**src/rtl/bus_map_pkg.sv**
```systemverilog
package bus_map_pkg;

    // bus and storage widths
    localparam int bus_w         = 64;
    localparam int ram_word_w    = 32;
    localparam int sector_bytes  = 512;
    localparam int cache_index_w = $clog2(sector_bytes);
    localparam int fill_count_w  = $clog2(sector_bytes) + 1;

    // address map, one word per device register
    localparam logic [63:0] ram_base       = 64'h0000_0000_0000_1000;
    localparam logic [63:0] key_addr       = 64'h0000_0000_0000_8000;
    localparam logic [63:0] uart_addr      = 64'h0000_0000_0000_8008;
    localparam logic [63:0] sd_sector_addr = 64'h0000_0000_0000_8010;
    localparam logic [63:0] sd_read_addr   = 64'h0000_0000_0000_8018;
    localparam logic [63:0] sd_avail_addr  = 64'h0000_0000_0000_8020;
    localparam logic [63:0] sd_cache_base  = 64'h0000_0000_0000_9000;

    // access sizes, bit 2 flags an unsigned load
    localparam logic [2:0] size_byte   = 3'b000;
    localparam logic [2:0] size_half   = 3'b001;
    localparam logic [2:0] size_word   = 3'b010;
    localparam logic [2:0] size_double = 3'b011;

    // read source select
    localparam logic [1:0] src_ram   = 2'd0;
    localparam logic [1:0] src_cache = 2'd1;
    localparam logic [1:0] src_key   = 2'd2;
    localparam logic [1:0] src_avail = 2'd3;

    // capture kind for the read data register
    localparam logic [1:0] cap_none = 2'd0;
    localparam logic [1:0] cap_full = 2'd1;
    localparam logic [1:0] cap_low  = 2'd2;
    localparam logic [1:0] cap_high = 2'd3;

endpackage

```
**src/rtl/device_regs.sv**
```systemverilog
`timescale 1ns/1ps

module device_regs (
    input  logic                          CLOCK_50,
    input  logic                          KEY0,
    input  logic                          bus_write_enable,
    input  logic                          uart_sel,
    input  logic                          sd_sector_sel,
    input  logic                          sd_read_sel,
    input  logic [bus_map_pkg::bus_w-1:0] bus_write_data,
    input  logic [7:0]                    key_ascii,
    input  logic                          key_pressed,
    input  logic                          irq_ack,
    output logic [31:0]                   sd_sector,
    output logic                          sd_rd_start,
    output logic                          uart_valid,
    output logic [7:0]                    uart_data,
    output logic [3:0]                    irq_vector,
    output logic [7:0]                    key_data
);

    logic key_event;

    assign key_event = key_pressed && (key_ascii != 8'd0);

    always_ff @(posedge CLOCK_50 or negedge KEY0) begin
        if (!KEY0) begin
            sd_sector   <= 32'd0;
            sd_rd_start <= 1'b0;
            uart_valid  <= 1'b0;
            irq_vector  <= 4'd0;
            key_data    <= 8'd0;
        end else begin
            sd_rd_start <= bus_write_enable && sd_read_sel;
            uart_valid  <= bus_write_enable && uart_sel;
            if (bus_write_enable && sd_sector_sel) begin
                sd_sector <= bus_write_data[31:0];
            end
            if (key_event) begin
                key_data   <= key_ascii;
                irq_vector <= 4'd1;
            end
            // ack wins over a key in the same cycle
            if (irq_vector != 4'd0 && irq_ack) begin
                irq_vector <= 4'd0;
            end
        end
    end

    // character byte for the UART strobe
    always_ff @(posedge CLOCK_50) begin
        if (bus_write_enable && uart_sel) begin
            uart_data <= bus_write_data[7:0];
        end
    end

endmodule

```
**config.mk**
```make
export PLATFORM = sky130hd
export DESIGN_NAME = device_regs
export DESIGN_NICKNAME = d
export VERILOG_FILES = /design/src/rtl/bus_map_pkg.sv /design/src/rtl/device_regs.sv
export SDC_FILE = /design/constraint.sdc
export NUM_CORES = 1
export LEC_CHECK = 0
export BUFFER_PORTS_ARGS = -buffer_cell sky130_fd_sc_hd__buf_2
export CAP_MARGIN = 15
export CORE_MARGIN = 4
export CORE_UTILIZATION = 35
export DETAILED_ROUTE_END_ITERATION = 16
export PLACE_DENSITY_LB_ADDON = 0.08
export SETUP_SLACK_MARGIN = 0.02
export SYNTH_ARGS = -nofsm -noshare
export SYNTH_HDL_FRONTEND = slang
export SYNTH_SLANG_ARGS = --single-unit
```
**constraint.sdc**
```tcl
create_clock -name CLOCK_50 -period 1.2 [get_ports CLOCK_50]
set_clock_uncertainty 0.1 [all_clocks]
set_input_delay 0.12 -clock CLOCK_50 [delete_from_list [all_inputs] [get_ports CLOCK_50]]
set_output_delay 0.12 -clock CLOCK_50 [all_outputs]
set_load 0.005 [all_outputs]
```
; ---- After elaboration in Yosys (flattened, before gate mapping)
; Cells that the tools add are included.
[word_totals]
reg_bits = 54
input_bits = 80
output_inout_bits = 54
wordCells = 16
[op_classes]
muxes = 2
reduce_logical = 8
[op_table]
columns = cell, n
row1 = 4-bit 2-to-1 mux, 2
row2 = 8-bit nonzero test, 1
row3 = 1-bit logical AND, 5
row4 = 4-bit nonzero test, 1
row5 = 2-bit nonzero test, 1

; ---- Depth between registers and ports, before layout
[depth]
depth_word = 4
depth_mapped = 3
depth_no_buf = 3

; ---- Worst setup path after synthesis
; Ideal clock, no wire load.
[synth_timing]
path_type = input-to-reg
startpoint = input key_ascii[1]
endpoint = register irq_vector[0]
setup_time_ns = 0.132
arrival_ns = 0.972
t_required_ns = 0.968
setup_slack_ns = -0.004
stages = 3
path_buffers = 0
path_cell_list = or4_4 > o21ai_4 > mux2i_1
[synth_via]
elab_chain_len = 3
[synth_lines]
columns = item, line
row1 = "start, declared", device_regs.sv:11  ; input logic [7:0] key_ascii,
row2 = 8-bit nonzero test, device_regs.sv:24  ; assign key_event = key_pressed && (key_ascii != 8'd0);
row3 = 1-bit logical AND, device_regs.sv:24
row4 = 2-bit nonzero test (no line), -
row5 = "end signal, assigned", device_regs.sv:31  ; irq_vector <= 4'd0;
row6 = "end signal, assigned", device_regs.sv:41  ; irq_vector <= 4'd1;
row7 = "end signal, assigned", device_regs.sv:45  ; irq_vector <= 4'd0;
row8 = "end, declared", device_regs.sv:18  ; output logic [3:0] irq_vector,
; Every way passes these cells.
; A chain may end at the register's enable or synchronous reset.

; ---- Worst setup path after layout
; Same ends and word-level chain as after synthesis.

==> impl_metrics.env <==
export IMPL_yosys_warnings=0
export IMPL_cell_at_the_root_of_the_clock_tree="clkbuf_8"
export IMPL_route_final_wire_length_mm=4.40
export IMPL_synthDistinctLibCells=13
export IMPL_period_share=0.908
export IMPL_initial_core_util=0.361
export IMPL_cap_viol_max_count=0
export IMPL_diodes=0
export IMPL_leakage_nw=1.42
export IMPL_clk_pin_slew_worst_paths_ns=0.09
export IMPL_seq_area_frac_synth=0.709
export IMPL_cts_post_setup_buffers_inserted=0
export IMPL_post_synth_cell_area_avg_um2=17.5
export IMPL_grt_pass1_vias=1459
export IMPL_syn_area_mm2=0.00186
export IMPL_ctsHoldBuffers=44
export IMPL_viasPerCell=4.33
export IMPL_cts_tree="built"
export IMPL_final_core_util=0.578
export IMPL_firstDrtPassIters=4
export IMPL_grt_antenna_before_repair=0
export IMPL_ir_worst_vdd_mv=0.869
export IMPL_grt_first_pass_wirelength_mm=6.98
export IMPL_synth_largest_area_cell="dfrtp_1"
export IMPL_grt_overflow_total=0
export IMPL_ctsResizeCount=0
export IMPL_max_clock_freq_mhz=918
export IMPL_drc=0
export IMPL_run_status="finished, final reports clean"
export IMPL_die_y_um=80.8
export IMPL_final_antenna_net_count=0
export IMPL_clock_tree_buffer_depth=2
export IMPL_required_ns=1.27
export IMPL_setup_worst_path_start_class="input pin"
export IMPL_dpl_hpwl_mm=3.11
export IMPL_met3_routed_wirelength_um=382
export IMPL_synth_cells=106
export IMPL_core_area_mm2=0.00514
export IMPL_die_area_mm2=0.00653
export IMPL_num_nets_final=332
export IMPL_row_count=26
export IMPL_fin_total_pwr_mw=3.71
export IMPL_post_drt_wl_per_cell_um=13.6
export IMPL_critical_path_peak_fanout=9
export IMPL_final_setup_viol_count=0
export IMPL_grt_util_all_layers=0.140
export IMPL_grt_max_degree=44
export IMPL_port_buffers=98
export IMPL_netlist_top_cells_count="dfrtp_1 (43), mux2_1 (32), a22o_1 (8), edfxtp_1 (8)"
export IMPL_drive_above_1_share=0.439
export IMPL_gp_congestion=0.730
export IMPL_route_layer_met1_wl_mm=1.71
export IMPL_synth_top_area_frac=0.580
export IMPL_critPathCaptureType="flip-flop"
export IMPL_yosys_cell_count_top_type="dfrtp_1"
export IMPL_worstHoldPathType="input pin to flip-flop"
export IMPL_route_vias_total=1397
export IMPL_num_fill_cells=435
export IMPL_ys_top_cells_by_area="dfrtp_1 (58%), mux2_1 (19%), edfxtp_1 (13%)"
export IMPL_top_signal_layer_used="met4"
export IMPL_clk_latency_ns=0.29
export IMPL_num_io_pins=134
export IMPL_syn_to_final_growth_pct=60.0
export IMPL_detailedRoute_firstIterationViolations=51
export IMPL_r2r_setup_slack_ns=0.29
export IMPL_setup_tns_final_ns=0
export IMPL_postSynthRegisterBits=51
export IMPL_cts_htree_levels=2
export IMPL_synth_edff_count=8
export IMPL_timing_critical_path_arrival_ns=1.16
export IMPL_prevailing_post_synth_register_cell="dfrtp_1"
export IMPL_grt_setup_unrepaired="false"
export IMPL_floorplan_die_width_um=80.8
export IMPL_finalHoldViolCount=0
export IMPL_cts_num_sinks=51
export IMPL_asyncSetResetFlopFracSynth=0.843
export IMPL_route_met2_wl_mm=2.21
export IMPL_whs_ns=0.115
export IMPL_finalCriticalPeriod_ns=1.09
export IMPL_power_per_standard_cell_area_mw_per_mm2=1250
export IMPL_worst_setup_path_type="input pin to flip-flop"
export IMPL_numCtsBuffers=5
export IMPL_timing_max_transition_violations_final=0
worst max-delay path, cell delays in order:
cell and delay [ns]:
buf_2 0.11, or4_4 0.54, o21ai_4 0.28, mux2i_1 0.12
power breakdown:
group / internal, mW / switching (mW)
combinational: 0.413 / 0.269
clock: 0.406 / 0.553
sequential: 1.97 / 0.0980
total: 2.78 / 0.921
layout make-up:
type	instances	area (um^2)	share of cell area
Multi-Input combinational cell	50	507	0.171
Clock inverter	3	20.0	0.00674
Tap cell	70	87.6	0.0295
Sequential cell	51	1320	0.443
Timing Repair Buffer	144	971	0.327
Clock buffer	5	68.8	0.0232
worst paths after layout:
| kind | startpoint | end | cells after the start |
|---|---|---|---|
| worst max register to register | sd_sector[9]$_DFFE_PN0P_ | sd_sector[9]$_DFFE_PN0P_ | 1 |
| worst min register to register | irq_vector[0]$_DFFE_PN0P_ | irq_vector[0]$_DFFE_PN0P_ | 1 |
| worst max-delay path | key_ascii[1] | irq_vector[0]$_DFFE_PN0P_ | 4 |
| max in group asynchronous | KEY0 | sd_sector[7]$_DFFE_PN0P_ | 3 |
| worst min-delay path | key_pressed | key_data[4]$_DFFE_PN0P_ | 2 |
| min in group asynchronous | KEY0 | sd_sector[13]$_DFFE_PN0P_ | 3 |
metrics by stage:
stage               setup WS, ns  cell area [um^2]  std cells
floorplan               -0.00430              1860        108
CTS                        0.129              2970        323
finish                     0.110              2970        323
global route              0.0762              2970        323
detailed placement        -0.202              2440        271
global placement          -0.148              2440        271
logic make-up after synthesis:
family | count (synthesis) | share of synthesized area
compound gates | 9 | 0.0465
mux | 33 | 0.199
buf+inv | 7 | 0.0222
simple gates | 5 | 0.0209
other cells | 1 | 0.00202
flops | 51 | 0.709
state kept, by name (all words and copies together), names as in the netlist:
register and flops:
uart_valid 1, sd_rd_start 1, key_data 8, sd_sector 32
uart_data 8, irq_vector 1
per-layer routing:
layer  GRT usage  up-vias
met5           0        -
met4      0.0473        0
li1            -      663
met1       0.167      660
met3      0.0488        9
met2       0.236       65
cells in the final DEF, fill, tap and decap left out:
| cell type | instances |
|---|---|
| buf_2 | 98 |
| and2_1 | 2 |
| buf_12 | 2 |
| dlygate4sd3_1 | 44 |
| dfrtp_1 | 43 |
| or4_4 | 2 |
| clkinv_2 | 1 |
| mux2i_1 | 1 |
| clkbuf_8 | 5 |
| nand2_1 | 1 |
| o21ai_4 | 1 |
| a22o_1 | 8 |
| clkinvlp_4 | 2 |
| conb_1 | 3 |
| mux2_1 | 32 |
| edfxtp_1 | 8 |
Power figures use the tool's default switching activity.
