[src/rtl/bus_map_pkg.sv]
package bus_map_pkg;

    // bus and storage widths
    localparam int bus_w         = 64;
    localparam int ram_word_w    = 32;
    localparam int sector_bytes  = 512;
    localparam int cache_index_w = $clog2(sector_bytes);
    localparam int fill_count_w  = $clog2(sector_bytes) + 1;

    // address map, one word per device register
    localparam logic [63:0] ram_base       = 64'h0000_0000_0000_1000;
    localparam logic [63:0] key_addr       = 64'h0000_0000_0000_8000;
    localparam logic [63:0] uart_addr      = 64'h0000_0000_0000_8008;
    localparam logic [63:0] sd_sector_addr = 64'h0000_0000_0000_8010;
    localparam logic [63:0] sd_read_addr   = 64'h0000_0000_0000_8018;
    localparam logic [63:0] sd_avail_addr  = 64'h0000_0000_0000_8020;
    localparam logic [63:0] sd_cache_base  = 64'h0000_0000_0000_9000;

    // access sizes, bit 2 flags an unsigned load
    localparam logic [2:0] size_byte   = 3'b000;
    localparam logic [2:0] size_half   = 3'b001;
    localparam logic [2:0] size_word   = 3'b010;
    localparam logic [2:0] size_double = 3'b011;

    // read source select
    localparam logic [1:0] src_ram   = 2'd0;
    localparam logic [1:0] src_cache = 2'd1;
    localparam logic [1:0] src_key   = 2'd2;
    localparam logic [1:0] src_avail = 2'd3;

    // capture kind for the read data register
    localparam logic [1:0] cap_none = 2'd0;
    localparam logic [1:0] cap_full = 2'd1;
    localparam logic [1:0] cap_low  = 2'd2;
    localparam logic [1:0] cap_high = 2'd3;

endpackage

[src/rtl/sector_fill_counter.sv]
`timescale 1ns/1ps

module sector_fill_counter (
    input  logic                                  CLOCK_50,
    input  logic                                  KEY0,
    input  logic                                  sd_byte_valid,
    input  logic                                  sd_rd_start,
    output logic [bus_map_pkg::cache_index_w-1:0] fill_index,
    output logic                                  fill_we,
    output logic                                  sd_avail
);

    logic [bus_map_pkg::fill_count_w-1:0] count;
    logic                                 not_full;

    assign not_full   = count < bus_map_pkg::sector_bytes;
    assign fill_we    = sd_byte_valid && not_full;
    assign fill_index = count[bus_map_pkg::cache_index_w-1:0];

    always_ff @(posedge CLOCK_50 or negedge KEY0) begin
        if (!KEY0) begin
            count    <= '0;
            sd_avail <= 1'b0;
        end else if (sd_rd_start) begin
            // new sector request restarts the fill
            count    <= '0;
            sd_avail <= 1'b0;
        end else if (fill_we) begin
            count <= count + 1'b1;
            // last byte of the sector
            if (count == bus_map_pkg::sector_bytes - 1) begin
                sd_avail <= 1'b1;
            end
        end
    end

endmodule

[config.mk]
export PLATFORM = sky130hd
export DESIGN_NAME = sector_fill_counter
export DESIGN_NICKNAME = d
export VERILOG_FILES = /design/src/rtl/bus_map_pkg.sv /design/src/rtl/sector_fill_counter.sv
export SDC_FILE = /design/constraint.sdc
export NUM_CORES = 1
export LEC_CHECK = 0
export ABC_CLOCK_PERIOD_IN_PS = 1500
export BUFFER_PORTS_ARGS = -buffer_cell sky130_fd_sc_hd__buf_2
export CAP_MARGIN = 20
export CORE_AREA = 2 2 39 41
export DETAILED_ROUTE_END_ITERATION = 7
export DIE_AREA = 0 0 41 43
export PLACE_DENSITY = 0.82
export SLEW_MARGIN = 20
export SYNTH_ARGS = -nofsm -noshare
export SYNTH_HDL_FRONTEND = slang
export SYNTH_SLANG_ARGS = --single-unit
export TNS_END_PERCENT = 30
[constraint.sdc]
create_clock -name CLOCK_50 -period 1.5 [get_ports CLOCK_50]
set_input_delay 0 -clock CLOCK_50 [delete_from_list [all_inputs] [get_ports CLOCK_50]]
set_output_delay 0 -clock CLOCK_50 [all_outputs]
set_load 0.01 [all_outputs]
* After elaboration in Yosys (flattened, before gate mapping)
Index checks and enable logic that the tools add are counted.
** Storage, ports and cells
- Register bits :: 11
- Input bits :: 4
** Cells by class
- Multiplexer cells :: 5
- $lt $le $gt $ge :: 1
- Equality and inequality tests :: 1
- Reductions and logical operators :: 4
- $add $sub $neg :: 1
** Operator list (number)
- 10-bit 2-to-1 mux :: 2
- 10-bit by 1-bit adder with 10-bit output, second input constant :: 1
- 10-bit by 9-bit equality test with 1-bit output, second input constant :: 1
- 10-bit less-than comparator, second input constant :: 1
- 2-bit nonzero test :: 2
- 1-bit 2-to-1 mux :: 3
- 2-bit AND reduction :: 1
- 1-bit logical AND :: 1

* Longest topological paths before layout
Gate-level depths: netlist (run 1).
- Depth after elaboration :: 4
- Depth in mapped cells :: 4
- Depth with buffers taken out :: 4

* Worst setup path before layout (run 1)
No wires, ideal clock.
- Kind :: flip-flop to flip-flop
- From :: reg count[0] (netlist bit)
- To :: reg count[8] (netlist bit)
- Arrival :: 1.278 ns
- Path buffers :: 0
- Slack :: 0.144 ns
- Cell stages (with the launch flop) :: 5
- Setup time :: 0.078 ns
- Cell sequence :: dfrtp_1 > ha_1 > nand3b_4 > or4_1 > a21oi_1
** On the way
- Longest elaborated chain between the ends :: 3
- Elaborated cells on any way between the ends :: 6
- Those cells by class :: add/sub (1); order compare (1); mux (2); reduce/logical (2)
** RTL lines
- start, declared :: RTL line sector_fill_counter.sv:13 : logic [bus_map_pkg::fill_count_w-1:0] count;
- start signal, assigned :: RTL line sector_fill_counter.sv:29 : count <= count + 1'b1;
- 10-bit by 1-bit adder with 10-bit output or 10-bit less-than comparator (tied branches) :: RTL line sector_fill_counter.sv:29, sector_fill_counter.sv:16
- 10-bit 2-to-1 mux or 1-bit logical AND (tied branches) :: RTL line sector_fill_counter.sv:28, sector_fill_counter.sv:17
- 10-bit 2-to-1 mux or 2-bit nonzero test (tied branches)
Parallel ways exist; a longest one is shown, timed or not. The select of a mux whose other input is x is not followed.
A chain may end at the register's enable or synchronous reset.

* Final worst setup path (run 1)
- From :: reg count[0] (netlist bit)
- To :: reg sd_avail
** On the way
- Longest elaborated chain between the ends :: 4
- Elaborated cells on any way between the ends :: 6
- Those cells by class :: order compare (1); eq/ne (1); reduce/logical (4)
** RTL lines
- 10-bit less-than comparator :: RTL line sector_fill_counter.sv:16 : assign not_full = count < bus_map_pkg::sector_bytes;
- 1-bit logical AND :: RTL line sector_fill_counter.sv:17 : assign fill_we = sd_byte_valid && not_full;
- 2-bit nonzero test (no line)
- 2-bit AND reduction (no line) *
- end signal, assigned :: RTL line sector_fill_counter.sv:23 : sd_avail <= 1'b0;
- end signal, assigned :: RTL line sector_fill_counter.sv:27 : sd_avail <= 1'b0;
- end signal, assigned :: RTL line sector_fill_counter.sv:32 : sd_avail <= 1'b1;
- end, declared :: RTL line sector_fill_counter.sv:10 : output logic sd_avail
Every way passes the cells marked *; elsewhere a longest branch is shown, timed or not.

==> reports/results.tsv, run 1 <==
metric	value	unit
outcome	completed	
max-slew violations	0	
Worst-Margin Slew	0.2758	ns
kind of critical path	reg2reg	
Post-synth EDFFs	0	
post-layout util	0.5090	
clk root buf	clkbuf_4	
drt drc	0	
gr ovfl total	0	
WP buf/inv	0	
Clk pin slew, worst setup/hold paths	0.07	ns
maximum vdd drop	0.0005112	V
crit-path cells	ha_2 -> nand3b_4 -> or4_4 -> a21oi_2	
hold_sp	sd_rd_start	
CTS tree	yes	
Post-layout nets	80	
maximum clock insertion buffer count	2	
total track usage	0.1516	
Worst R2R Setup Slack	0.04	ns
pre-CTS setup slack	0.03351	ns
relative slew slack	0.8158	
Worst Skew	0.007595	ns
WHS Path Cells	2	
final setup margin	0.03970	ns
WHS Endpoint	count[6]	
setup TNS	0	ns
synth cell count leaders	dfrtp_1 (11), buf_4 (9), a21oi_1 (8)	
largest net degree at the start of global routing	13	
Distinct cells, synth	21	
initial cell density of the core	0.4512	
#FFs+latches synth	11	
clk sink count	11	
share of cells above drive strength 1	0.3784	
Final Setup Violations	0	
crit path max fanout	8	
first-pass GRT wire length	1.752	mm
syn_area_per_cell	9.910	µm²
beginning of the worst register-to-register path	count[0]	
RD Place Congestion	0.7075	
final cycle utilization of the critical path	0.9735	
cts bufs inserted	3	
synthesized cell area	624.3	µm²
CP max-delay cell	or4_4	
area share of the largest cell type after synthesis	0.4409	
Worst Setup SP	count[0]	
Tmin final	1.460	ns
YS warnings	0	
Worst path top cell family by delay	simple AND/OR/NAND/NOR gates	
port bufs	14	
post-route cell area	704.4	µm²
Lkg Pwr	0.0003263	µW
placed instance area	631.9	µm²
Synth area leader	dfrtp_1	
Post-synth ARST share	1.000	
# H-tree levels	1	
Required @ worst endpoint	1.70	ns
dominant cell by count in the synthesized netlist	dfrtp_1	
Arr. time, crit path	1.66	ns
Worst R2R End	sd_avail	
CP peak stage delay	0.51	ns
die width	41	µm
sequential area share after synthesis	0.4409	
type of origin of the critical path	flop	
initial antenna violation count	0	
First-pass DRT Iterations	3	
max-cap check violation count	0	
Routed WL per cell	13.20	µm
Vias	488	
Main synth FF type	dfrtp_1	
PD cells	812.8	nW/µm²
synth top area cells	dfrtp_1 (44%), buf_4 (11%), or4_1 (7.2%), a21oi_1 (6.4%), o31ai_1 (4.8%)	
vias in the first global route	423	
post-synthesis cell count	63	
Peak Freq	0.6848	GHz
n_diodes	0	
# IOs	15	
CP Capture Type	flop	
final WL	1.188	mm
Rows	14	
Detail Route Antenna Nets	0	
worst min path class	in2reg	
via/cell ratio	5.422	
Area Growth Syn to Fin	12.83	%
Core Area	1384	µm²
syn nets	68	
Final Hold Fails	0	
Worst R2R Path Depth	4	
die area	1763	µm²
DIE HEIGHT	43	µm
Detailed Route Iter0 Violations	11	
RSZ-0062 raised after global routing	true	
insertion delay to the later sink of the worst-skew pair	0.28	ns
-- logic make-up after synthesis --
| family | share of synthesized area |
|---|---|
| AOI/OAI and AO/OA | 0.1283 |
| buffers and inverters | 0.1623 |
| xor gates and xnor gates | 0.02806 |
| muxes | 0.01603 |
| adders and majority gates | 0.02004 |
| DFF | 0.4409 |
| and+or+nand+nor | 0.2044 |
-- cell usage in the layout (no fill, tap or decap) --
| cell | n |
|---|---|
| buf_2 | 14 |
| dfrtp_1 | 11 |
| a21oi_1 | 6 |
| inv_1 | 5 |
| or4_1 | 5 |
| o31ai_1 | 4 |
| nor2_1 | 3 |
| clkbuf_4 | 3 |
| buf_4 | 3 |
| o21ai_0 | 2 |
| or3_2 | 2 |
| a21oi_2 | 2 |
| xnor2_1 | 2 |
| nor2b_1 | 1 |
| nand2_2 | 1 |
| nand3b_4 | 1 |
| nand4_1 | 1 |
| or4_4 | 1 |
| nand4b_1 | 1 |
| mux2i_1 | 1 |
| nand3_1 | 1 |
| nand2_1 | 1 |
| ha_2 | 1 |
| clkbuf_1 | 1 |
| dlygate4sd3_1 | 1 |
-- final cells by class --
type	count	area [µm²]
fillers	135	679.4
flip-flops and latches	11	275.3
multi-input cells	36	261.5
repair buffers	18	102.6
clock buffers	4	26.28
well taps	16	20.02
inverters	5	18.77
-- worst max-delay path by stage --
stage	endpoint	slack, ns	cells after the start
after floorplan	count[8]	0.14	4
after global placement	sd_avail	0.09	4
after detailed placement	sd_avail	0.03	4
after CTS	sd_avail	0.002	4
after global routing	count[5]	-0.03	4
final	sd_avail	0.04	4
-- metal layers --
layer / part of all wire / track usage
met4: 0.032 / 0.1200
met2: 0.51 / 0.1938
met5: 0 / 0
met3: 0.040 / 0.03141
met1: 0.42 / 0.2114
-- state kept, by name (all words and copies together) (netlist names) --
signal and flops:
count 10, sd_avail 1
-- where the power goes --
group          internal [µW]  switching (µW)  total [µW]  leakage [µW]
logic                   26.3            31.2        57.6      0.000159
clock network            103             104         207     0.0000150
registers                302            6.09         308      0.000152
total                    432             141         573      0.000326
-- worst register-to-register path, stage by stage (launching register included) --
cell and delay (ns):
dfrtp_1 0.40, ha_2 0.21, nand3b_4 0.12, or4_4 0.51, a21oi_2 0.15
-- per-stage QoR --
stage	hold WS [ns]	std cells	power, µW
final	0.01110	90	572.5
after detailed placement	-0.1161	82	359.1
after floorplan	-0.2956	63	345.4
after global routing	0.04259	90	595.0
after CTS	0.02257	87	565.5
after global placement	-0.1198	82	358.4
-- timing repair --
item                       in CTS  in global routing
hold buffers                    1                  0
setup buffers                   0                  3
setup endpoints to repair       0                  8
gates resized for setup         0                  4
hold endpoints to repair       11                  0
Power figures use the tool's default switching activity.
==> run 2, diff against run 1 <==
--- a/config.mk
+++ b/config.mk
@@ -8,10 +8,10 @@
 export ABC_CLOCK_PERIOD_IN_PS = 1500
 export BUFFER_PORTS_ARGS = -buffer_cell sky130_fd_sc_hd__buf_2
 export CAP_MARGIN = 20
-export CORE_AREA = 2 2 39 41
+export CORE_MARGIN = 2
+export CORE_UTILIZATION = 45
 export DETAILED_ROUTE_END_ITERATION = 7
-export DIE_AREA = 0 0 41 43
-export PLACE_DENSITY = 0.82
+export PLACE_DENSITY = 0.8
 export SLEW_MARGIN = 20
 export SYNTH_ARGS = -nofsm -noshare
 export SYNTH_HDL_FRONTEND = slang
==> run 2 against run 1 <==
Compared with the run above: power down 1.7%; combinational power down 19%; fmax down 0.58%; first-iteration DRC count down 27%; critical endpoint is now count[9]; largest cell class unchanged.
==> reports/results.tsv, run 2 (synthesized netlist as in run 1, its figures left out) <==
metric	value	unit
crit path max fanout	7	
RSZ-0062 raised after global routing	true	
post-route cell area	678.2	µm²
largest net degree at the start of global routing	13	
beginning of the worst register-to-register path	count[9]	
Area Growth Syn to Fin	8.617	%
Worst R2R Path Depth	3	
Worst-Margin Slew	0.2624	ns
Clk pin slew, worst setup/hold paths	0.07	ns
vias in the first global route	355	
clk root buf	clkbuf_4	
Worst R2R End	count[9]	
cts bufs inserted	3	
# IOs	15	
Arr. time, crit path	1.66	ns
CTS tree	yes	
maximum clock insertion buffer count	2	
RD Place Congestion	0.7121	
type of origin of the critical path	flop	
pre-CTS setup slack	0.05579	ns
DP HPWL	743.8	µm
Tmin final	1.469	ns
initial cell density of the core	0.4798	
gr ovfl total	0	
final cycle utilization of the critical path	0.9792	
n_diodes	0	
Required @ worst endpoint	1.69	ns
hold_sp	sd_rd_start	
worst min path class	in2reg	
Final Setup Violations	0	
total power	562.6	µW
WHS Endpoint	sd_avail	
# H-tree levels	1	
insertion delay to the later sink of the worst-skew pair	0.27	ns
die width	41.25	µm
total track usage	0.1438	
WHS Path Cells	2	
via/cell ratio	5.517	
Worst R2R Setup Slack	0.03	ns
most frequent cells in the layout	buf_2 (14), dfrtp_1 (11), a21oi_1 (8), or4_1 (6), inv_1 (5)	
die area	1702	µm²
Core Area	1301	µm²
initial antenna violation count	0	
final setup margin	0.03119	ns
Lkg Pwr	0.0003179	µW
port bufs	14	
maximum vdd drop	0.0005398	V
placed instance area	630.6	µm²
Routed WL per cell	12.32	µm
outcome	completed	
Final Hold Fails	0	
Detailed Route Iter0 Violations	8	
CP Capture Type	flop	
Peak Freq	0.6808	GHz
largest registers	count (10), sd_avail (1)	
max-cap check violation count	0	
kind of critical path	reg2reg	
Worst Skew	0.001852	ns
relative slew slack	0.8241	
max-slew violations	0	
Post-layout nets	78	
commonest non-fill, non-tap cell in the layout	buf_2	
Detail Route Antenna Nets	0	
final WL	1.072	mm
first-pass GRT wire length	1.552	mm
DIE HEIGHT	41.25	µm
Biggest register	count	
max reg flops	10	
Rows	13	
drt drc	0	
clk sink count	11	
PD cells	829.6	nW/µm²
Vias	480	
First-pass DRT Iterations	4	
share of cells above drive strength 1	0.3056	
[run 2: where the power goes]
group	switching (µW)	internal, µW	total, µW
logic	27.2	19.6	46.8
clock network	105	103	208
registers	6.02	302	308
[run 2: worst max-delay path by stage]
stage | startpoint | to | slack (ns) | cells after the start
after detailed placement | count[9] | count[3] | 0.06 | 3
after floorplan | count[0] | count[8] | 0.14 | 4
final | count[9] | count[9] | 0.03 | 3
after global placement | count[0] | sd_avail | 0.11 | 4
after CTS | count[9] | count[9] | 0.03 | 3
after global routing | count[9] | count[9] | -0.03 | 3
[run 2: per-stage QoR]
stage | utilization | hold WS [ns] | instances | TNS, ns
floorplan | - | -0.2956 | 63 | 0
global placement | 0.4846 | -0.1226 | 81 | 0
detailed placement | 0.4846 | -0.1184 | 81 | 0
CTS | 0.5125 | 0.03086 | 86 | 0
global route | 0.5212 | 0.04554 | 87 | -0.06102
finish | 0.5212 | 0.02472 | 87 | 0
[run 2: metal layers]
| metal | share of wire | up-vias | global-route usage |
|---|---|---|---|
| met5 | 0 | - | 0 |
| met4 | 0.0075 | 0 | 0.07258 |
| met3 | 0.049 | 2 | 0.03261 |
| met2 | 0.48 | 13 | 0.1953 |
| met1 | 0.46 | 230 | 0.2086 |
| li1 | - | 235 | - |
[run 2: worst max-delay path, cell delays in order, from the launching register on]
cell and delay, ns:
dfrtp_1 0.41, nand4b_1 0.33, or4_1 0.47, a21oi_1 0.18
[run 2: what timing repair did]
action                                 4_1_cts  5_1_grt
gates resized for setup                      0        1
endpoints found under the hold margin       11        0
hold buffers                                 1        0
setup endpoints to repair                    0        4
buffers inserted                             0        1
[run 2: cell type report]
| cell class | count | area [µm²] |
|---|---|---|
| clock buffers | 4 | 26.28 |
| fillers | 128 | 623.1 |
| inverters | 5 | 18.77 |
| well taps | 15 | 18.77 |
| flip-flops and latches | 11 | 275.3 |
| multi-input cells | 36 | 251.5 |
| repair buffers | 16 | 87.58 |
