--- src/rtl/bus_map_pkg.sv ---
package bus_map_pkg;

    // bus and storage widths
    localparam int bus_w         = 64;
    localparam int ram_word_w    = 32;
    localparam int sector_bytes  = 512;
    localparam int cache_index_w = $clog2(sector_bytes);
    localparam int fill_count_w  = $clog2(sector_bytes) + 1;

    // address map, one word per device register
    localparam logic [63:0] ram_base       = 64'h0000_0000_0000_1000;
    localparam logic [63:0] key_addr       = 64'h0000_0000_0000_8000;
    localparam logic [63:0] uart_addr      = 64'h0000_0000_0000_8008;
    localparam logic [63:0] sd_sector_addr = 64'h0000_0000_0000_8010;
    localparam logic [63:0] sd_read_addr   = 64'h0000_0000_0000_8018;
    localparam logic [63:0] sd_avail_addr  = 64'h0000_0000_0000_8020;
    localparam logic [63:0] sd_cache_base  = 64'h0000_0000_0000_9000;

    // access sizes, bit 2 flags an unsigned load
    localparam logic [2:0] size_byte   = 3'b000;
    localparam logic [2:0] size_half   = 3'b001;
    localparam logic [2:0] size_word   = 3'b010;
    localparam logic [2:0] size_double = 3'b011;

    // read source select
    localparam logic [1:0] src_ram   = 2'd0;
    localparam logic [1:0] src_cache = 2'd1;
    localparam logic [1:0] src_key   = 2'd2;
    localparam logic [1:0] src_avail = 2'd3;

    // capture kind for the read data register
    localparam logic [1:0] cap_none = 2'd0;
    localparam logic [1:0] cap_full = 2'd1;
    localparam logic [1:0] cap_low  = 2'd2;
    localparam logic [1:0] cap_high = 2'd3;

endpackage

--- src/rtl/bus_sequencer.sv ---
`timescale 1ns/1ps

module bus_sequencer #(
    parameter int ram_words = 1024
) (
    input  logic                          CLOCK_50,
    input  logic                          KEY0,
    input  logic                          bus_read_enable,
    input  logic                          bus_write_enable,
    input  logic [2:0]                    bus_read_type,
    input  logic [2:0]                    bus_write_type,
    input  logic [bus_map_pkg::bus_w-1:0] bus_address,
    input  logic                          ram_sel,
    input  logic                          sd_cache_sel,
    input  logic                          key_sel,
    input  logic                          sd_avail_sel,
    output logic                          bus_done,
    output logic [$clog2(ram_words)-1:0]  ram_addr,
    output logic                          ram_we,
    output logic [3:0]                    ram_lanes,
    output logic                          ram_high_beat,
    output logic [1:0]                    read_src,
    output logic [1:0]                    data_capture,
    output logic [1:0]                    beat_count
);

    localparam int aw = $clog2(ram_words);

    typedef enum logic [2:0] {
        idle,
        write_high,
        read_wait,
        read_low,
        read_high
    } state_t;

    state_t        state;
    logic [aw-1:0] word_q;
    logic [aw-1:0] req_word;
    logic [2:0]    wr_size;
    logic [2:0]    rd_size;
    logic [3:0]    req_lanes;
    logic [1:0]    req_src;

    // unsigned flag does not matter here
    assign wr_size = {1'b0, bus_write_type[1:0]};
    assign rd_size = {1'b0, bus_read_type[1:0]};

    // word index inside the RAM window
    assign req_word = bus_address[aw+1:2] - bus_map_pkg::ram_base[aw+1:2];

    always_comb begin
        case (wr_size)
            bus_map_pkg::size_byte:   req_lanes = 4'b0001 << bus_address[1:0];
            bus_map_pkg::size_half:   req_lanes = 4'b0011 << {bus_address[1], 1'b0};
            bus_map_pkg::size_word:   req_lanes = 4'b1111;
            bus_map_pkg::size_double: req_lanes = 4'b1111;
            default:                  req_lanes = 4'b0000;
        endcase
    end

    always_comb begin
        if (sd_cache_sel) begin
            req_src = bus_map_pkg::src_cache;
        end else if (key_sel) begin
            req_src = bus_map_pkg::src_key;
        end else if (sd_avail_sel) begin
            req_src = bus_map_pkg::src_avail;
        end else begin
            req_src = bus_map_pkg::src_ram;
        end
    end

    // first beat goes straight from the request, second from the saved word
    assign ram_addr      = (state == idle) ? req_word : word_q + 1'b1;
    assign ram_we        = (state == idle && bus_write_enable && ram_sel) || state == write_high;
    assign ram_lanes     = (state == write_high) ? 4'b1111 : req_lanes;
    assign ram_high_beat = (state == write_high);
    assign bus_done      = (state == idle);

    always_comb begin
        case (state)
            read_wait: data_capture = bus_map_pkg::cap_full;
            read_low:  data_capture = bus_map_pkg::cap_low;
            read_high: data_capture = bus_map_pkg::cap_high;
            default:   data_capture = bus_map_pkg::cap_none;
        endcase
    end

    always_ff @(posedge CLOCK_50 or negedge KEY0) begin
        if (!KEY0) begin
            state      <= idle;
            word_q     <= '0;
            read_src   <= bus_map_pkg::src_ram;
            beat_count <= 2'd0;
        end else begin
            case (state)
                idle: begin
                    if (bus_write_enable) begin
                        word_q     <= req_word;
                        beat_count <= ram_sel ? 2'd1 : 2'd0;
                        if (ram_sel && wr_size == bus_map_pkg::size_double) begin
                            state <= write_high;
                        end
                    end else if (bus_read_enable) begin
                        word_q     <= req_word;
                        read_src   <= req_src;
                        beat_count <= ram_sel ? 2'd1 : 2'd0;
                        if (ram_sel && rd_size == bus_map_pkg::size_double) begin
                            state <= read_low;
                        end else begin
                            state <= read_wait;
                        end
                    end
                end
                write_high: begin
                    beat_count <= 2'd2;
                    state      <= idle;
                end
                read_low: begin
                    beat_count <= 2'd2;
                    state      <= read_high;
                end
                read_wait: state <= idle;
                read_high: state <= idle;
                default:   state <= idle;
            endcase
        end
    end

endmodule

--- config.mk ---
export PLATFORM = sky130hd
export DESIGN_NAME = bus_sequencer
export DESIGN_NICKNAME = d
export VERILOG_FILES = /design/src/rtl/bus_map_pkg.sv /design/src/rtl/bus_sequencer.sv
export SDC_FILE = /design/constraint.sdc
export NUM_CORES = 1
export LEC_CHECK = 0
export BUFFER_PORTS_ARGS = -buffer_cell sky130_fd_sc_hd__buf_2
export CAP_MARGIN = 20
export CORE_ASPECT_RATIO = 0.7
export CORE_MARGIN = 8
export CORE_UTILIZATION = 36
export DETAILED_ROUTE_END_ITERATION = 16
export GPL_TIMING_DRIVEN = 1
export PLACE_DENSITY = 0.87
export SKIP_LAST_GASP = 1
export SLEW_MARGIN = 10
export SYNTH_ARGS = -nofsm -noshare
export SYNTH_HDL_FRONTEND = slang
export SYNTH_SLANG_ARGS = --single-unit
export TNS_END_PERCENT = 50
--- constraint.sdc ---
create_clock -name CLOCK_50 -period 2.16 [get_ports CLOCK_50]
set_input_delay 0.54 -clock CLOCK_50 [delete_from_list [all_inputs] [get_ports CLOCK_50]]
set_output_delay 0.54 -clock CLOCK_50 [all_outputs]
set_load 0.03 [all_outputs]
After elaboration in Yosys (flattened, before gate mapping)
Index checks and enable logic that the tools add are counted.
{ "totals": {"reg_bits": 17, "latchBits": 0, "ram_bits": 0, "rom_bits": 0, "input_bits": 78, "out_inout_bits": 23, "word_cells": 51, "memories": 0} }
{ "op_classes": {"n_addsub": 1, "mul": 0, "div": 0, "magnitude_cmp": 0, "eq_ne": 10, "shift": 2, "mux": 18, "n_bitwise": 1, "n_reduce_logical": 15} }
{ "op_table": {"columns": ["operator", "n"], "rows": [
  ["$mux 10", 3],
  ["$pmux 4 s3", 1],
  ["$add 10x1->10 const B", 1],
  ["$mux 2", 5],
  ["$mux 3", 3],
  ["$eq 2x2->1 const B", 3],
  ["$eq 3x2->1 const B", 2],
  ["$logic_not 3->1", 2],
  ["$pmux 2 s3", 1],
  ["$pmux 3 s2", 1],
  ["$reduce_and 2->1", 3],
  ["$logic_and 1x1->1", 4],
  ["$mux 4", 1],
  ["$pmux 2 s2", 1],
  ["$reduce_bool 2->1", 2],
  ["$reduce_or 2->1", 2],
  ["$shl 1x2->4 const A", 1],
  ["$shl 2x2->4 const A", 1],
  ["$eq 3x1->1 const B", 1],
  ["$eq 3x3->1 const B", 1],
  ["$ne 3x2->1 const B", 1],
  ["$ne 3x3->1 const B", 1],
  ["$reduce_and 3->1", 1],
  ["$eq 2x1->1 const B", 1],
  ["3 further kinds", 4]
]} }

Longest topological paths before layout
Gate-level depths: netlist (run 1).
{ "logic_depth": {"depth_word": 6, "mapped_depth": 6, "ltp_nobuf": 4} }

Worst setup path after synthesis (run 1)
OpenSTA, ideal clock, no wires.
{ "synth_path": {"path_kind": "register to output", "start": "reg state[1]", "end": "out ram_lanes[0]", "arrival_ns": 1.758, "t_required_ns": 1.620, "slack_ns": -0.138, "stages_incl_launch_ff": 4, "n_path_buf": 0, "cell_sequence": "dfrtp_1 -> nor3b_1 -> nor2_1 -> o21ai_0"} }
{ "synth_between": {"elab_chain_len": 2} }
{ "synth_rtl": {"columns": ["element", "line_no", "rtl"], "rows": [
  ["start, declared", "bus_sequencer.sv:37", "state_t state;"],
  ["start signal, assigned", "bus_sequencer.sv:92", "state <= idle;"],
  ["start signal, assigned", "bus_sequencer.sv:103", "state <= write_high;"],
  ["start signal, assigned", "bus_sequencer.sv:110", "state <= read_low;"],
  ["$eq 3x1->1", null, null],
  ["net ram_high_beat", "bus_sequencer.sv:21", "output logic ram_high_beat,"],
  ["$mux 4", "bus_sequencer.sv:77", "assign ram_lanes = (state == write_high) ? 4'b1111 : req_lanes;"],
  ["end, declared", "bus_sequencer.sv:20", "output logic [3:0] ram_lanes,"]
]} }
The timed path passes the listed nets, and every way through them passes these cells.

Worst setup path after layout (run 1)
{ "layout_path": {"start": "reg word_q[3]", "end": "out ram_addr[9]"} }
{ "layout_between": {"elab_chain_len": 2} }
{ "layout_rtl": {"columns": ["element", "line_no", "rtl"], "rows": [
  ["start, declared", "bus_sequencer.sv:38", "logic [aw-1:0] word_q;"],
  ["start signal, assigned", "bus_sequencer.sv:100", "word_q <= req_word;"],
  ["start signal, assigned", "bus_sequencer.sv:106", "word_q <= req_word;"],
  ["$add 10x1->10", "bus_sequencer.sv:75", "assign ram_addr = (state == idle) ? req_word : word_q + 1'b1;"],
  ["$mux 10", "bus_sequencer.sv:75", null],
  ["end, declared", "bus_sequencer.sv:18", "output logic [$clog2(ram_words)-1:0] ram_addr,"]
]} }
No other way between the ends.

==> results of run 1 <==
worst max-delay path by stage:
stage,cells after the start,endpoint,start,slack (ns)
floorplan,4,ram_addr[0],state[1],-0.01
global placement,5,ram_addr[8],state[0],0.12
detailed placement,5,ram_addr[8],state[0],0.09
CTS,5,ram_addr[8],word_q[1],-0.01
global route,5,ram_addr[7],word_q[3],-0.1
finish,4,ram_addr[9],word_q[3],-0.02
metrics by stage:
| stage | hold slack, ns | utilization | setup slack (ns) | total power [mW] | cell area [µm²] |
|---|---|---|---|---|---|
| 3_5_place_dp | 0.482 | 0.488 | 0.0939 | 0.780 | 1360 |
| 4_1_cts | 0.214 | 0.540 | -0.0102 | 1.06 | 1500 |
| 5_1_grt | 0.225 | 0.545 | -0.0995 | 1.12 | 1520 |
| 2_1_floorplan | 0.244 | - | -0.0132 | 0.653 | 1060 |
| 6_report | 0.200 | 0.545 | -0.0178 | 1.06 | 1520 |
| 3_3_place_gp | 0.477 | 0.488 | 0.118 | 0.770 | 1360 |
worst register-to-register path, stage by stage, from the launching register on:
cell     delay, ns
dfrtp_1       0.39
or3_4         0.42
buf_6         0.16
nor2_8        0.21
mux2_2        0.37
area by class of cell:
type                            count  area (µm²)  share of cell area
Inverter                            5        23.8              0.0157
Clock buffer                        4        45.0              0.0297
Sequential cell                    17         427               0.281
Tap cell                           36        45.0              0.0297
Multi-Input combinational cell     87         617               0.407
Timing Repair Buffer               60         359               0.237
flip-flops by register name, summed over array words and instances, names as in the netlist:
register,count
word_q,10
state,3
beat_count,2
read_src,2
layout by cell type, fill, tap and decap left out, drive strengths merged, types with 2 or more instances in the layout:
cell type,instances
mux2,11
xnor2,2
a21oi,5
o21ai,12
dfrtp,17
nand3b,3
clkbuf,4
nand3,6
a31oi,4
nand2,10
or3,4
or4,2
inv,5
nand4,2
buf,60
xor2,2
nor2,13
routing by layer:
metal / vias up / track usage / wire length [µm]
li1: 527 / - / -
met1: 504 / 0.147 / 1280
met2: 33 / 0.207 / 1400
met3: 2 / 0.0248 / 178
met4: 0 / 0.0304 / 24
met5: - / 0 / 0
kinds of logic (layout without fill, tap and decap cells):
family | count (synthesis) | count (layout) | share of synthesized area
mux | 12 | 12 | 0.131
buf+inv | 8 | 69 | 0.0487
simple gates | 46 | 46 | 0.246
flops | 17 | 17 | 0.404
xor+xnor | 4 | 4 | 0.0333
fa+ha+maj | 1 | 1 | 0.0119
compound gates | 24 | 24 | 0.126
timing repair:
| action | in CTS | in global routing |
|---|---|---|
| pin swaps | 5 | 5 |
| buffers inserted | 7 | 0 |
| gates resized for setup | 11 | 4 |
| endpoints found under the setup margin | 10 | 7 |
power groups by stage:
stage	clock (mW)	sequential, mW	combinational [mW]
2_1_floorplan	0	0.424	0.230
3_3_place_gp	0	0.401	0.369
3_5_place_dp	0	0.404	0.376
4_1_cts	0.239	0.394	0.425
5_1_grt	0.251	0.402	0.466
6_report	0.232	0.396	0.430
==> run_results.csv, run 1 <==
group,metric,value,unit
detailed_routing,via_count,1066,
sta,fin_ws,-0.0178,ns
sta,tns,-0.0210,ns
floorplan,start_util,0.379,
power_and_ir_drop,p_int,672,µW
critical_path,r2r_slack,0.49,ns
synthesis,ys_top_cells_by_area,"dfrtp_1 40%, mux2_2 9.6%, o21ai_0 5.7%",
sta,finalSetupViolations,2,
sta,clock.fmax,459,MHz
placement,io_buffers,46,
detailed_routing,drtPass1Iterations,4,
final_layout,num_antenna_cells,0,
clock_tree,cts_buffers,3,
critical_path,path_delay_family,"simple AND/OR/NAND/NOR gates",
placement,dp.cells,198,
floorplan,ioPinCount,101,
synthesis,async_reset_ff_frac,1.00,
synthesis,ys_seq_elements,17,
global_route,grt_pass1_wl,4750,µm
critical_path,r2r_end,"word_q[5]",
global_route,track_usage,0.119,
synthesis,syn-num-nets,191,
job,max_cap_violations,0,
detailed_routing,remaining_drc_errors,0,
global_route,grt-ovfl-total,0,
power_and_ir_drop,p_leak,0.747,nW
global_route,grt_max_degree,18,
sta,rsz0062_at_grt,"yes",
power_and_ir_drop,p_sw,387,µW
synthesis,syn_area,1050,µm²
final_layout,instances_no_fill,209,
critical_path,slowest_stage,"or4_1",
power_and_ir_drop,ir_worst_vdd,0.363,mV
detailed_routing,vias_per_cell,5.10,
synthesis,synth_edf_count,0,
power_and_ir_drop,power_density,698,nW/µm²
placement,place_congestion,0.780,
clock_tree,cts.htree.levels,1,
sta,slew-limit-headroom,0.652,
synthesis,yosysWarningCount,0,
critical_path,crit_chain,"nand4_1 -> or4_1 -> a31oi_1 -> buf_4",
status,status,"complete, but fails checks",
sta,final-hold-violation-count,0,
floorplan,die_h,61.3,µm
critical_path,required,1.62,ns
final_layout,nets,253,
critical_path,critPathCaptureType,"output port",
floorplan,num_rows,16,
final_layout,fillers,254,
synthesis,netlist-cell-type-count,33,
floorplan,core_area,2780,µm²
critical_path,cp_max_fo,3,
global_route,grt_pass1_vias,1093,
clock_tree,clock_path_buffers,2,
power_and_ir_drop,swShare,0.365,
synthesis,avgSynthCellArea,9.41,µm²
clock_tree,ctsHoldBuffers,0,
synthesis,synth_most_common_cell,"dfrtp_1",
final_layout,drive_gt1_frac,0.480,
clock_tree,cts_tree,"yes",
synthesis,ys_top_cells_by_count,"17 x dfrtp_1, 12 x nor2_1, 12 x o21ai_0",
critical_path,crit_type,"flop to output port",
clock_tree,clock-sinks,17,
sta,fin_crit,2.18,ns
detailed_routing,wire_per_inst,13.8,µm
synthesis,synth_top_area_frac,0.404,
floorplan,dieArea,4940,µm²
sta,tightestPinTransition,0.521,ns
critical_path,start_kind,"flop",
detailed_routing,antenna_left,0,
status,violations,"negative setup slack",
critical_path,path_buf_inv,1,
critical_path,worst_r2r_path_depth,4,
detailed_routing,totalWireLength,2890,µm
floorplan,die_w,80.7,µm
global_route,antenna_found_initial,0,
synthesis,synth-main-ff-cell,"dfrtp_1",
final_layout,syn_to_final_growth,43.9,%
min_path,min_path_type,"input port to asynchronous set/reset pin",
detailed_routing,drt-initial-drc-count,55,
sta,slew_violations,0,
synthesis,yosysSeqAreaShare,0.404,
placement,dp_hpwl,2240,µm
clock_tree,clkLatencyLatePin,0.25,ns
synthesis,yosysTopAreaCell,"dfrtp_1",
power_and_ir_drop,comb_power_share,0.406,
critical_path,arrival,1.64,ns
clock_tree,cts.clk_slew.worst_paths,0.06,ns
critical_path,max_stage_delay,0.53,ns
power_and_ir_drop,clockPowerShare,0.219,
critical_path,reg2reg_from,"state[0]",
clock_tree,root_buffer,"clkbuf_8",
sta,fin_crit_sh,1.01,
sta,clock_skew,0.00139,ns
power_and_ir_drop,seq_power_share,0.374,
synthesis,netlist_instances,112,
Power figures use the tool's default switching activity.
==> run 2: changes to the inputs <==
CORE_UTILIZATION = 39   (was 36)
PLACE_DENSITY = 0.92   (was 0.87)
clock period = 2.6 ns   (was 2.16 ns; I/O delays follow)
==> run 2 against run 1 <==
Net effect: combinational power is 32% lower; cell area is 11% lower; highest routed layer unchanged; the flow now finishes without violations; critical path depth stayed put; critical path type unchanged; die area is 5.9% lower; sequential cell count stayed put; largest power group is now sequential cells; setup slack better by 0.12 ns; power is 22% lower.
==> run_results.csv, run 2 (same netlist as run 1, synthesis figures left out) <==
group,metric,value,unit
sta,final-hold-violation-count,0,
final_layout,reg_top3,"word_q x10, state x3",
detailed_routing,drt-initial-drc-count,40,
final_layout,layout_common_cells,"46 x buf_2, 17 x dfrtp_1, 12 x nor2_1, 12 x o21ai_0, 10 x nand2_1",
placement,dp_hpwl,2170,µm
sta,slew-limit-headroom,0.675,
critical_path,cp_max_fo,6,
sta,tightestPinTransition,0.486,ns
clock_tree,clock_path_buffers,2,
clock_tree,cts_tree,"yes",
power_and_ir_drop,p_leak,0.673,nW
sta,fin_crit_sh,0.960,
sta,fin_crit,2.50,ns
power_and_ir_drop,ir_worst_vdd,0.336,mV
sta,clock_skew,0.00392,ns
final_layout,regMostFlops,"word_q",
detailed_routing,remaining_drc_errors,0,
final_layout,largest_register_ffs,10,
clock_tree,cts_buffers,3,
critical_path,required,1.95,ns
status,status,"complete, no violations",
clock_tree,root_buffer,"clkbuf_8",
final_layout,num_antenna_cells,0,
floorplan,ioPinCount,101,
sta,whs,0.301,ns
critical_path,crit_type,"flop to output port",
detailed_routing,drtPass1Iterations,4,
final_layout,multiInputGateArea,579,µm²
placement,io_buffers,46,
detailed_routing,vias_per_cell,5.10,
clock_tree,ctsHoldBuffers,0,
global_route,track_usage,0.119,
floorplan,die_w,78.1,µm
floorplan,core_area,2510,µm²
critical_path,r2r_slack,0.73,ns
min_path,min_path_type,"input port to asynchronous set/reset pin",
final_layout,regArea,425,µm²
placement,dpl_worst_slack,0.365,ns
placement,placed_cell_area,1310,µm²
clock_tree,clkLatencyLatePin,0.25,ns
job,max_cap_violations,0,
sta,clock.fmax,401,MHz
clock_tree,cts.htree.levels,1,
sta,tns,0,ns
critical_path,reg2reg_from,"state[1]",
final_layout,drive_gt1_frac,0.406,
global_route,grt_max_degree,18,
floorplan,dieArea,4650,µm²
placement,dp.cells,190,
global_route,grt_pass1_wl,4400,µm
floorplan,num_rows,15,
critical_path,start_kind,"flop",
floorplan,die_h,59.5,µm
final_layout,design_area,1360,µm²
final_layout,instances_no_fill,194,
critical_path,arrival,1.85,ns
placement,place_congestion,0.771,
sta,finalSetupViolations,0,
detailed_routing,antenna_left,0,
global_route,grt-ovfl-total,0,
final_layout,syn_to_final_growth,28.6,%
detailed_routing,via_count,990,
sta,rsz0062_at_grt,"yes",
final_layout,final_util,0.539,
power_and_ir_drop,power_density,610,nW/µm²
global_route,grt_pass1_vias,950,
clock_tree,clock-sinks,17,
floorplan,start_util,0.419,
final_layout,fillers,246,
critical_path,critPathCaptureType,"output port",
final_layout,final_common_cell,"buf_2",
sta,slew_violations,0,
power_and_ir_drop,power,827,µW
clock_tree,cts_setup_buffers,0,
final_layout,nets,240,
detailed_routing,totalWireLength,2720,µm
global_route,antenna_found_initial,0,
sta,fin_ws,0.104,ns
critical_path,r2r_end,"word_q[2]",
critical_path,worst_r2r_path_depth,4,
clock_tree,cts.clk_slew.worst_paths,0.07,ns
clock_tree,post_cts_resized,0,
detailed_routing,wire_per_inst,14.0,µm
==> run 2: cell type report <==
class | instances | share of cell area
Sequential cell | 17 | 0.314
Clock buffer | 3 | 0.0305
Timing Repair Buffer | 47 | 0.175
Clock inverter | 1 | 0.00369
Tap cell | 34 | 0.0314
Inverter | 5 | 0.0175
Multi-Input combinational cell | 87 | 0.428
==> run 2: critical path, cell delays in order (launching register included) <==
cell     delay, ns
dfrtp_1       0.46
nand4_1       0.21
or4_1         0.53
a31oi_1       0.18
buf_2         0.22
==> run 2: worst max path at each step <==
stage / from / endpoint / slack (ns)
after global routing: word_q[2] / ram_addr[9] / -0.007
after CTS: word_q[2] / ram_addr[9] / 0.1
after detailed placement: word_q[2] / ram_addr[9] / 0.36
after global placement: state[1] / ram_addr[8] / 0.42
after floorplan: state[1] / ram_lanes[0] / 0.19
final: word_q[2] / ram_addr[9] / 0.10
==> run 2: metal layers <==
layer / vias up / global-route usage / part of all wire
met3: 2 / 0.0409 / 0.058
met4: 0 / 0.0394 / 0.011
li1: 498 / - / -
met2: 30 / 0.200 / 0.48
met1: 460 / 0.139 / 0.45
met5: - / 0 / 0
==> run 2: report_power, final <==
part           total [mW]  switching (mW)  internal [mW]
Sequential          0.336          0.0372          0.299
Combinational       0.293           0.185          0.109
Clock               0.197          0.0907          0.106
Total               0.827           0.312          0.514
